==> config.mk <==
export PLATFORM = sky130hd
export DESIGN_NAME = decode_stage
export DESIGN_NICKNAME = d
export VERILOG_FILES = /design/src/hdl/rv_decode_pkg.sv /design/src/hdl/op_classifier.sv /design/src/hdl/imm_gen.sv /design/src/hdl/operand_forward.sv /design/src/hdl/decoder.sv /design/src/hdl/reg_file.sv /design/src/hdl/decode_stage.sv
export SDC_FILE = /design/constraint.sdc
export NUM_CORES = 2
export LEC_CHECK = 0
export ABC_CLOCK_PERIOD_IN_PS = 5550
export BUFFER_PORTS_ARGS = -buffer_cell sky130_fd_sc_hd__buf_2
export CORE_UTILIZATION = 36
export CTS_CLUSTER_DIAMETER = 60
export DETAILED_ROUTE_END_ITERATION = 12
export PLACE_DENSITY = 0.5
export SLEW_MARGIN = 5
export SYNTH_ARGS = -nofsm -noshare
export SYNTH_HDL_FRONTEND = slang
export SYNTH_SLANG_ARGS = --single-unit
==> constraint.sdc <==
create_clock -name clk -period 5.55 [get_ports clk]
set_input_delay 0 -clock clk [delete_from_list [all_inputs] [get_ports clk]]
set_output_delay 0 -clock clk [all_outputs]
set_load 0.005 [all_outputs]
==> src/hdl/rv_decode_pkg.sv <==
package rv_decode_pkg;

    // ************************************************************************
    // Architectural types and constants
    // ************************************************************************

    localparam int NUM_REGS = 32;          // x0 to x31.

    typedef logic [31:0] word_t;           // Data or instruction word.
    typedef logic [4:0]  reg_addr_t;       // Register index.

    // ************************************************************************
    // Major opcodes of the RV32I base set
    // ************************************************************************

    typedef enum logic [6:0] {
        OPC_LUI     = 7'b0110111,
        OPC_AUIPC   = 7'b0010111,
        OPC_JAL     = 7'b1101111,
        OPC_JALR    = 7'b1100111,
        OPC_BRANCH  = 7'b1100011,
        OPC_LOAD    = 7'b0000011,
        OPC_STORE   = 7'b0100011,
        OPC_ALU_IMM = 7'b0010011,
        OPC_ALU_REG = 7'b0110011
    } opcode_e;

    localparam logic [6:0] F7_BASE = 7'b0000000;  // Plain ALU and logical shift.
    localparam logic [6:0] F7_ALT  = 7'b0100000;  // SUB and SRA/SRAI.

    // Decoded operation class handed to execute.
    typedef enum logic [3:0] {
        OP_LUI,                            // Must stay first, reset value is 0.
        OP_AUIPC,
        OP_JAL,
        OP_JALR,
        OP_BRANCH,
        OP_LOAD,
        OP_STORE,
        OP_ALU_IMM,
        OP_ALU_REG,
        OP_ILLEGAL
    } op_e;

endpackage

==> src/hdl/op_classifier.sv <==
`timescale 1ns/1ns

module op_classifier
    import rv_decode_pkg::*;
(
    input  word_t inst,
    output op_e   op
);

    opcode_e    opcode;
    logic [2:0] funct3;
    logic [6:0] funct7;

    assign opcode = opcode_e'(inst[6:0]);
    assign funct3 = inst[14:12];
    assign funct7 = inst[31:25];

    always_comb begin
        op = OP_ILLEGAL;
        case (opcode)
            OPC_LUI:   op = OP_LUI;
            OPC_AUIPC: op = OP_AUIPC;
            OPC_JAL:   op = OP_JAL;
            OPC_JALR: begin
                if (funct3 == 3'b000) op = OP_JALR;
            end
            OPC_BRANCH: begin
                if (funct3 != 3'b010 && funct3 != 3'b011) op = OP_BRANCH;  // No 010/011 branch.
            end
            OPC_LOAD: begin
                if (funct3 != 3'b011 && funct3 != 3'b110 && funct3 != 3'b111) begin
                    op = OP_LOAD;                      // LB, LH, LW, LBU, LHU.
                end
            end
            OPC_STORE: begin
                if (funct3 <= 3'b010) op = OP_STORE;   // SB, SH, SW.
            end
            OPC_ALU_IMM: begin
                if (funct3 == 3'b001) begin
                    if (funct7 == F7_BASE) op = OP_ALU_IMM;   // SLLI.
                end else if (funct3 == 3'b101) begin
                    if (funct7 == F7_BASE || funct7 == F7_ALT) op = OP_ALU_IMM;
                end else begin
                    op = OP_ALU_IMM;
                end
            end
            OPC_ALU_REG: begin
                if (funct7 == F7_BASE) begin
                    op = OP_ALU_REG;
                end else if (funct7 == F7_ALT && (funct3 == 3'b000 || funct3 == 3'b101)) begin
                    op = OP_ALU_REG;                   // SUB, SRA.
                end
            end
            default: op = OP_ILLEGAL;
        endcase
    end

endmodule

==> src/hdl/imm_gen.sv <==
`timescale 1ns/1ns

module imm_gen
    import rv_decode_pkg::*;
(
    input  word_t inst,
    input  op_e   op,
    output word_t imm,
    output logic  reg_we
);

    word_t imm_i;
    word_t imm_s;
    word_t imm_b;
    word_t imm_u;
    word_t imm_j;

    // ************************************************************************
    // Immediate formats, all sign-extended from inst[31]
    // ************************************************************************

    assign imm_i = {{20{inst[31]}}, inst[31:20]};
    assign imm_s = {{20{inst[31]}}, inst[31:25], inst[11:7]};
    assign imm_b = {{19{inst[31]}}, inst[31], inst[7], inst[30:25], inst[11:8], 1'b0};
    assign imm_u = {inst[31:12], 12'b0};
    assign imm_j = {{11{inst[31]}}, inst[31], inst[19:12], inst[20], inst[30:21], 1'b0};

    always_comb begin
        case (op)
            OP_JALR, OP_LOAD, OP_ALU_IMM: imm = imm_i;
            OP_STORE:                     imm = imm_s;
            OP_BRANCH:                    imm = imm_b;
            OP_LUI, OP_AUIPC:             imm = imm_u;
            OP_JAL:                       imm = imm_j;
            default:                      imm = '0;   // ALU_REG and ILLEGAL.
        endcase
    end

    always_comb begin
        case (op)
            OP_LUI, OP_AUIPC, OP_JAL, OP_JALR,
            OP_LOAD, OP_ALU_IMM, OP_ALU_REG: reg_we = (inst[11:7] != 5'd0);
            default:                         reg_we = 1'b0;
        endcase
    end

endmodule

==> src/hdl/operand_forward.sv <==
`timescale 1ns/1ns

module operand_forward
    import rv_decode_pkg::*;
(
    input  reg_addr_t src,
    input  logic      fwd1_we,
    input  reg_addr_t fwd1_rd,
    input  word_t     fwd1_data,
    input  logic      fwd2_we,
    input  reg_addr_t fwd2_rd,
    input  word_t     fwd2_data,
    input  logic      fwd3_we,
    input  reg_addr_t fwd3_rd,
    input  word_t     fwd3_data,
    input  word_t     rf_value,
    output word_t     value
);

    logic hit1;
    logic hit2;
    logic hit3;

    assign hit1 = fwd1_we && fwd1_rd != 5'd0 && fwd1_rd == src;
    assign hit2 = fwd2_we && fwd2_rd != 5'd0 && fwd2_rd == src;
    assign hit3 = fwd3_we && fwd3_rd != 5'd0 && fwd3_rd == src;

    // Youngest producer wins.
    assign value = hit1 ? fwd1_data :
                   hit2 ? fwd2_data :
                   hit3 ? fwd3_data :
                   rf_value;

endmodule

==> src/hdl/decoder.sv <==
`timescale 1ns/1ns

module decoder
    import rv_decode_pkg::*;
(
    input  word_t     inst,
    input  logic      valid,
    input  logic      fwd1_we,
    input  reg_addr_t fwd1_rd,
    input  word_t     fwd1_data,
    input  logic      fwd2_we,
    input  reg_addr_t fwd2_rd,
    input  word_t     fwd2_data,
    input  logic      fwd3_we,
    input  reg_addr_t fwd3_rd,
    input  word_t     fwd3_data,
    input  word_t     rf_rs1_value,
    input  word_t     rf_rs2_value,
    output reg_addr_t rs1,
    output reg_addr_t rs2,
    output reg_addr_t rd,
    output op_e       op,
    output word_t     imm,
    output logic      reg_we,
    output word_t     rs1_value,
    output word_t     rs2_value
);

    logic fmt_reg_we;

    assign rs1 = inst[19:15];
    assign rs2 = inst[24:20];
    assign rd  = inst[11:7];

    op_classifier op_classifier_i (.inst(inst), .op(op));

    imm_gen imm_gen_i (.inst(inst), .op(op), .imm(imm), .reg_we(fmt_reg_we));

    assign reg_we = fmt_reg_we & valid;           // Bubbles never write back.

    operand_forward rs1_forward_i (
        .src(rs1),
        .fwd1_we(fwd1_we), .fwd1_rd(fwd1_rd), .fwd1_data(fwd1_data),
        .fwd2_we(fwd2_we), .fwd2_rd(fwd2_rd), .fwd2_data(fwd2_data),
        .fwd3_we(fwd3_we), .fwd3_rd(fwd3_rd), .fwd3_data(fwd3_data),
        .rf_value(rf_rs1_value),
        .value(rs1_value)
    );

    operand_forward rs2_forward_i (
        .src(rs2),
        .fwd1_we(fwd1_we), .fwd1_rd(fwd1_rd), .fwd1_data(fwd1_data),
        .fwd2_we(fwd2_we), .fwd2_rd(fwd2_rd), .fwd2_data(fwd2_data),
        .fwd3_we(fwd3_we), .fwd3_rd(fwd3_rd), .fwd3_data(fwd3_data),
        .rf_value(rf_rs2_value),
        .value(rs2_value)
    );

endmodule

==> src/hdl/reg_file.sv <==
`timescale 1ns/1ns

module reg_file
    import rv_decode_pkg::*;
(
    input  logic      clk,
    input  logic      rst_n,
    input  reg_addr_t rs1,
    input  reg_addr_t rs2,
    output word_t     rs1_value,
    output word_t     rs2_value,
    input  logic      we,
    input  reg_addr_t rd,
    input  word_t     wdata
);

    word_t regs [NUM_REGS];

    always_ff @(posedge clk) begin
        if (!rst_n) begin
            for (int i = 0; i < NUM_REGS; i++) begin
                regs[i] <= '0;
            end
        end else if (we && rd != 5'd0) begin
            regs[rd] <= wdata;
        end
    end

    // x0 is hardwired to zero.
    assign rs1_value = (rs1 == 5'd0) ? '0 : regs[rs1];
    assign rs2_value = (rs2 == 5'd0) ? '0 : regs[rs2];

endmodule

==> src/hdl/decode_stage.sv <==
`timescale 1ns/1ns

module decode_stage
    import rv_decode_pkg::*;
(
    input  logic      clk,
    input  logic      rst_n,
    input  logic      stall,
    input  logic      if_valid,
    input  word_t     if_inst,
    input  word_t     if_pc,
    input  logic      fwd1_we,
    input  reg_addr_t fwd1_rd,
    input  word_t     fwd1_data,
    input  logic      fwd2_we,
    input  reg_addr_t fwd2_rd,
    input  word_t     fwd2_data,
    input  logic      wb_we,
    input  reg_addr_t wb_rd,
    input  word_t     wb_data,
    output logic      ex_valid,
    output op_e       ex_op,
    output word_t     ex_inst,
    output word_t     ex_pc,
    output word_t     ex_imm,
    output reg_addr_t ex_rs1,
    output reg_addr_t ex_rs2,
    output word_t     ex_rs1_value,
    output word_t     ex_rs2_value,
    output reg_addr_t ex_rd,
    output logic      ex_reg_we
);

    reg_addr_t dec_rs1;
    reg_addr_t dec_rs2;
    reg_addr_t dec_rd;
    op_e       dec_op;
    word_t     dec_imm;
    logic      dec_reg_we;
    word_t     dec_rs1_value;
    word_t     dec_rs2_value;
    word_t     rf_rs1_value;
    word_t     rf_rs2_value;

    reg_file reg_file_i (
        .clk(clk), .rst_n(rst_n),
        .rs1(dec_rs1), .rs2(dec_rs2),
        .rs1_value(rf_rs1_value), .rs2_value(rf_rs2_value),
        .we(wb_we), .rd(wb_rd), .wdata(wb_data)
    );

    // Writeback doubles as the oldest forwarding source.
    decoder decoder_i (
        .inst(if_inst), .valid(if_valid),
        .fwd1_we(fwd1_we), .fwd1_rd(fwd1_rd), .fwd1_data(fwd1_data),
        .fwd2_we(fwd2_we), .fwd2_rd(fwd2_rd), .fwd2_data(fwd2_data),
        .fwd3_we(wb_we), .fwd3_rd(wb_rd), .fwd3_data(wb_data),
        .rf_rs1_value(rf_rs1_value), .rf_rs2_value(rf_rs2_value),
        .rs1(dec_rs1), .rs2(dec_rs2), .rd(dec_rd),
        .op(dec_op), .imm(dec_imm), .reg_we(dec_reg_we),
        .rs1_value(dec_rs1_value), .rs2_value(dec_rs2_value)
    );

    // ************************************************************************
    // ID/EX pipeline register
    // ************************************************************************

    always_ff @(posedge clk) begin
        if (!rst_n) begin
            ex_valid     <= 1'b0;
            ex_op        <= OP_LUI;               // Encodes as zero.
            ex_inst      <= '0;
            ex_pc        <= '0;
            ex_imm       <= '0;
            ex_rs1       <= '0;
            ex_rs2       <= '0;
            ex_rs1_value <= '0;
            ex_rs2_value <= '0;
            ex_rd        <= '0;
            ex_reg_we    <= 1'b0;
        end else if (!stall) begin
            ex_valid     <= if_valid;
            ex_op        <= dec_op;
            ex_inst      <= if_inst;
            ex_pc        <= if_pc;
            ex_imm       <= dec_imm;
            ex_rs1       <= dec_rs1;
            ex_rs2       <= dec_rs2;
            ex_rs1_value <= dec_rs1_value;
            ex_rs2_value <= dec_rs2_value;
            ex_rd        <= dec_rd;
            ex_reg_we    <= dec_reg_we;           // Already low for bubbles.
        end
    end

endmodule

=== Word-level counts from Yosys, hierarchy flattened ===
Memories as Yosys holds them, arrays and structs flattened.
Cells that the tools add are included.

* Divide/modulo/power cells: 0
* Eq/ne operators: 30
* Magnitude comparators: 1
* Shifts and indexed selects: 0
* Reduce and logical (&&, ||, !) cells: 28
* Bitwise operators: 1
* Multiplexer cells: 28
* $add $sub $neg: 0
* Multiply operators: 0

{| class="wikitable"
|+ Operator list
! cell !! number
|-
| 2-to-1 mux 32 bit || 9
|-
| one-hot mux 32 bit (5 select lines) || 1
|-
| one-hot mux 4 bit (9 select lines) || 1
|-
| 2-to-1 mux 4 bit || 8
|-
| OR reduction 32 bit || 1
|-
| equality test 5 bit || 6
|-
| equality test 7 x 6 -> 1 bit (second input constant) || 4
|-
| equality test 7 bit (second input constant) || 3
|-
| nonzero test 5 bit || 4
|-
| equality test 4 x 3 -> 1 bit (second input constant) || 4
|-
| equality test 7 x 5 -> 1 bit (second input constant) || 2
|-
| logical AND 1 bit || 13
|-
| logical NOT 5 bit || 2
|-
| equality test 4 x 2 -> 1 bit (second input constant) || 2
|-
| 2-to-1 mux 1 bit || 8
|-
| equality test 7 x 2 -> 1 bit (second input constant) || 1
|-
| logical NOT 7 bit || 1
|-
| OR reduction 7 bit || 1
|-
| inequality test 3 x 2 -> 1 bit (second input constant) || 2
|-
| inequality test 3 bit (second input constant) || 2
|-
| 2-to-1 mux 5 bit || 1
|-
| equality test 4 x 1 -> 1 bit (second input constant) || 1
|-
| equality test 4 bit (second input constant) || 1
|-
| logical NOT 4 bit || 1
|-
| 8 further kinds || 9
|}

* Bits in latches: 0
* Memories kept: 1
* RAM bits: 1024
* Bits in read-only memories: 0
* Logic and storage cells: 100
* Flip-flop bits (word level): 181
* Input bits: 182

{| class="wikitable"
|+ Memories
! name !! depth !! bits a word !! rd ports !! clocked after Yosys merged registers in !! wr ports !! line !! source
|-
| reg_file_i.regs || 32 || 32 || 2 || 0 || 32 || reg_file.sv:17 || <nowiki>word_t regs [NUM_REGS];</nowiki>
|}

=== Depth between registers and ports, before layout ===
* Depth after elaboration: 10
* Mapped depth: 12
* Depth with buffers taken out: 7

=== Cells and area by module ===
From an unflattened synthesis, not the netlist that was laid out.

* Cell total of the unflattened synthesis: 4590
* Area, all modules: 64358.0 µm²

{| class="wikitable"
|+ Modules (own cells, without submodules)
! module !! times used !! seq. area each (µm²) !! area an instance (µm²) !! cells each
|-
| reg_file || 1 || 30749.5 || 54204.5 || 3509
|-
| decode_stage || 1 || 3623.5 || 6832.8 || 583
|-
| operand_forward || 2 || 0.0 || 1181.1 || 181
|-
| imm_gen || 1 || 0.0 || 485.5 || 66
|-
| op_classifier || 1 || 0.0 || 354.1 || 54
|-
| decoder || 1 || 0.0 || 118.9 || 16
|}

=== Least setup slack after synthesis ===
Ideal clock, no wire load.

* Kind: input to register
* Start: in rst_n
* End: mem reg_file_i.regs[27][0] (netlist bit) (enable)
* Slack: 1.941 ns
* Path buffers: 2
* Arrival: 3.143 ns
* Stages on the path: 5
* Library setup time: 0.466 ns
* Cell sequence: clkbuf_1 and2_1 nand3_1 clkbuf_1 o21ai_0

{| class="wikitable"
|+ RTL lines
! item !! line !! source
|-
| start: declaration || decode_stage.sv:7 || <nowiki>input logic rst_n,</nowiki>
|-
| end: declaration || reg_file.sv:17 ||
|}

=== Worst setup path in the final report ===
* Start: in if_inst[22]
* End: reg ex_rs2_value[28]

* Longest elaborated chain between the ends: 5

{| class="wikitable"
|+ Ends and longest elaborated chain
! item !! line !! source
|-
| start: declaration || decode_stage.sv:10 || <nowiki>input word_t if_inst,</nowiki>
|-
| memory read (32 x 32 bit) (tied with other cells) || n/a ||
|-
| 2-to-1 mux 32 bit or logical AND 1 bit (tied branches) || reg_file.sv:31, operand_forward.sv:26 ||
|-
| 2-to-1 mux 32 bit || operand_forward.sv:31 || <nowiki>hit3 ? fwd3_data :</nowiki>
|-
| 2-to-1 mux 32 bit || operand_forward.sv:30 || <nowiki>hit2 ? fwd2_data :</nowiki>
|-
| 2-to-1 mux 32 bit * || operand_forward.sv:29 || <nowiki>assign value = hit1 ? fwd1_data :</nowiki>
|-
| end signal: assignment || decode_stage.sv:90 || <nowiki>ex_rs2_value <= dec_rs2_value;</nowiki>
|-
| end: declaration || decode_stage.sv:29 || <nowiki>output word_t ex_rs2_value,</nowiki>
|}

Every way passes the cells marked *; elsewhere a longest branch is shown, timed or not.
A chain may end at the register's enable or synchronous reset.

==> results.json <==
{
  "postLayoutCellArea_um2": 74400,
  "fp.dieW_um": 418,
  "grt_pass1_wl_mm": 346,
  "fp-row-count": 152,
  "ys_top_cells_by_area": "edfxtp_1 (49%), mux4_2 (18%), and2_1 (10%)",
  "clockRootBuffer": "clkbuf_16",
  "hold_violations": 0,
  "syn_avg_cell_area_um2": 14.3,
  "grt_pass1_vias": 43300,
  "worstPathArrival_ps": 5400,
  "syn2layout_area_growth_pct": 19.2,
  "clock-sinks": 1190,
  "routedWlPerCell_um": 34.7,
  "max_freq_mhz": 212,
  "ys_async_sr_fraction_pct": 0,
  "busiest_layer": "met2",
  "portBuffers": 362,
  "critPathMaxFanout": 43,
  "worstSetupPathType": "in -> reg",
  "pwr-share-seq_pct": 45.6,
  "chipHeight_um": 418,
  "vdd_drop_max_v": 0.000354,
  "crit_required_ps": 6240,
  "synth_top_area_share_pct": 49.3,
  "slew_viol_final": 0,
  "place_congestion": 0.833,
  "drt_iter0_drc": 4785,
  "fin_crit_sh_pct": 84.8,
  "synth-edff-count": 1024,
  "antenna_found_initial": 26,
  "syn_area_um2": 62400,
  "skew_ps": 21.9,
  "post_dp_cell_area_um2": 66800,
  "intPower_uw": 17000,
  "ys_seq_area_share_pct": 54.6,
  "p_leak_uw": 0.0267,
  "slew_headroom_pct": 15.0,
  "grt_max_degree": 78,
  "vias_per_cell": 5.89,
  "status": "completed",
  "grt.met2_usage_pct": 48.1,
  "cts_tree": "yes",
  "switching_power_uw": 6010,
  "drive_gt1_share_pct": 28.1,
  "insertion_delay_ps": 810,
  "worstSetupEndpointType": "flop",
  "cts_made_buffers": 146,
  "tns_ps": 0,
  "ys.flop_type": "edfxtp_1",
  "fin_nets": 5010,
  "ys_types": 67,
  "grt_usage_pct": 28.5,
  "finalCriticalPeriod_ps": 4710,
  "clkTransAtPathRegs_ps": 60,
  "tightestPinTransition_ps": 1270,
  "drc": 0,
  "via_count": 42800,
  "synth_largest_area_cell": "edfxtp_1",
  "ys_warn_count": 0,
  "grt.met3_usage_pct": 4.52,
  "htreeDepth": 4,
  "hold_path.class": "in -> reg",
  "powerDensity_nw_per_um2": 310,
  "io_pins": 363,
  "ant_nets": 0,
  "firstDrtPassIters": 5,
  "synthCells": 4369,
  "use_met1_pct": 35.7,
  "layout_commonest_cell": "edfxtp_1",
  "critPathLaunchType": "input pin",
  "rsz0062_at_grt": "false",
  "clk_path_buf_depth": 3,
  "clock_power_share_pct": 41.7,
  "core_area_um2": 172000,
  "layout_common_cells": "edfxtp_1 (1,024), and2_1 (993), mux4_2 (512)",
  "dieArea_um2": 175000,
  "dp_hpwl_mm": 151,
  "switching_share_pct": 26.1,
  "overflow": 0,
  "cts_setup_buffers": 0,
  "setup_viol_count_final": 0,
  "start_util_pct": 36.3,
  "synth_seq_cells": 1190,
  "routed_wl_mm": 252,
  "max_cap_viol_count": 0,
  "comb_power_share_pct": 12.7
}
[metal layers]
layer	share of wire (%)	up-vias
met2	49	2224
li1	-	17700
met1	39	22300
met3	7.3	583
met5	0.0052	-
met4	5.2	2
[layout make-up]
class                   instances  area [um2]
fillers                     15600       97600
flip-flops and latches       1190       34100
multi-input cells            2723       26900
repair buffers                760        5690
clock buffers                 195        3990
well taps                    2310        2890
clock inverters                69         749
inverters                       7        31.3
diodes                          9        22.5
[what timing repair did]
action	in CTS	in global routing
gates resized for setup	0	0
hold endpoints to repair	1154	0
hold buffers	276	0
[state kept, by name, indices dropped and copies added (netlist names)]
name,count
ex_pc,32
ex_valid,1
ex_inst,32
reg_file_i.regs,1024
ex_op,4
ex_imm,32
ex_rs2_value,32
ex_reg_we,1
ex_rs1_value,32
[final timing paths]
| path | from | to | slack, ps | cells after the start |
|---|---|---|---|---|
| worst max-delay path | if_inst[22] | ex_rs2_value[28] | 840 | 13 |
| worst min-delay path | if_inst[7] | ex_inst[7] | 70 | 4 |
| worst max register to register | reg_file_i.regs[22][28] | ex_rs2_value[28] | 2420 | 8 |
| worst min register to register | ex_inst[27] | ex_inst[27] | 490 | 2 |
[cells in the mapped netlist (all sizes together) (13+ instances only)]
library cell	instances
a221o	44
a22oi	18
a211o	13
mux2i	198
o21ai	127
mux4	512
o22ai	42
nor3	46
nand3	13
nand2	124
a221oi	68
o221ai	30
dfxtp	166
mux2	83
a21oi	108
buf	162
edfxtp	1024
nor2	120
clkbuf	318
xnor2	20
and2	993
o31a	21
[power groups by stage]
stage / sequential, uW / clock, uW / combinational [uW]
6_report: 10500 / 9610 / 2920
5_1_grt: 10500 / 10100 / 3030
4_1_cts: 10500 / 9730 / 2910
3_5_place_dp: 10700 / 0 / 2730
3_3_place_gp: 10600 / 0 / 2730
2_1_floorplan: 10600 / 0 / 1650
[stage by stage]
step                power, uW  instances  util, %  setup WS [ps]  hold slack [ps]
floorplan               12200       4400        -           1940              130
global placement        13400       6714     38.9           2230              236
detailed placement      13400       6714     38.9           2270              241
CTS                     23100       7254     43.2           1040             16.5
global route            23600       7256     43.2            869             78.3
finish                  23000       7263     43.3            843             71.8
[cell families (layout without fill, tap and decap cells)]
logic type | count (synthesis) | in the layout | share of synthesized area, %
compound gates | 508 | 508 | 5.63
xor+xnor | 31 | 31 | 0.435
buf+inv | 487 | 1031 | 3.50
flops | 1190 | 1190 | 54.6
mux | 793 | 793 | 23.2
other cells | 1 | 41 | 0.00601
simple gates | 1359 | 1359 | 12.7
[worst max-delay path, stage by stage]
cell and delay (ps):
dlygate4sd3_1 550, buf_6 630, xnor2_1 180, nand3_1 150
or3_2 120, buf_4 550, nand2_1 810, a221o_1 520
dlygate4sd3_1 560, a21oi_1 100, dlygate4sd3_1 560, nor3_1 40
dlygate4sd3_1 550
Power figures use the tool's default switching activity.
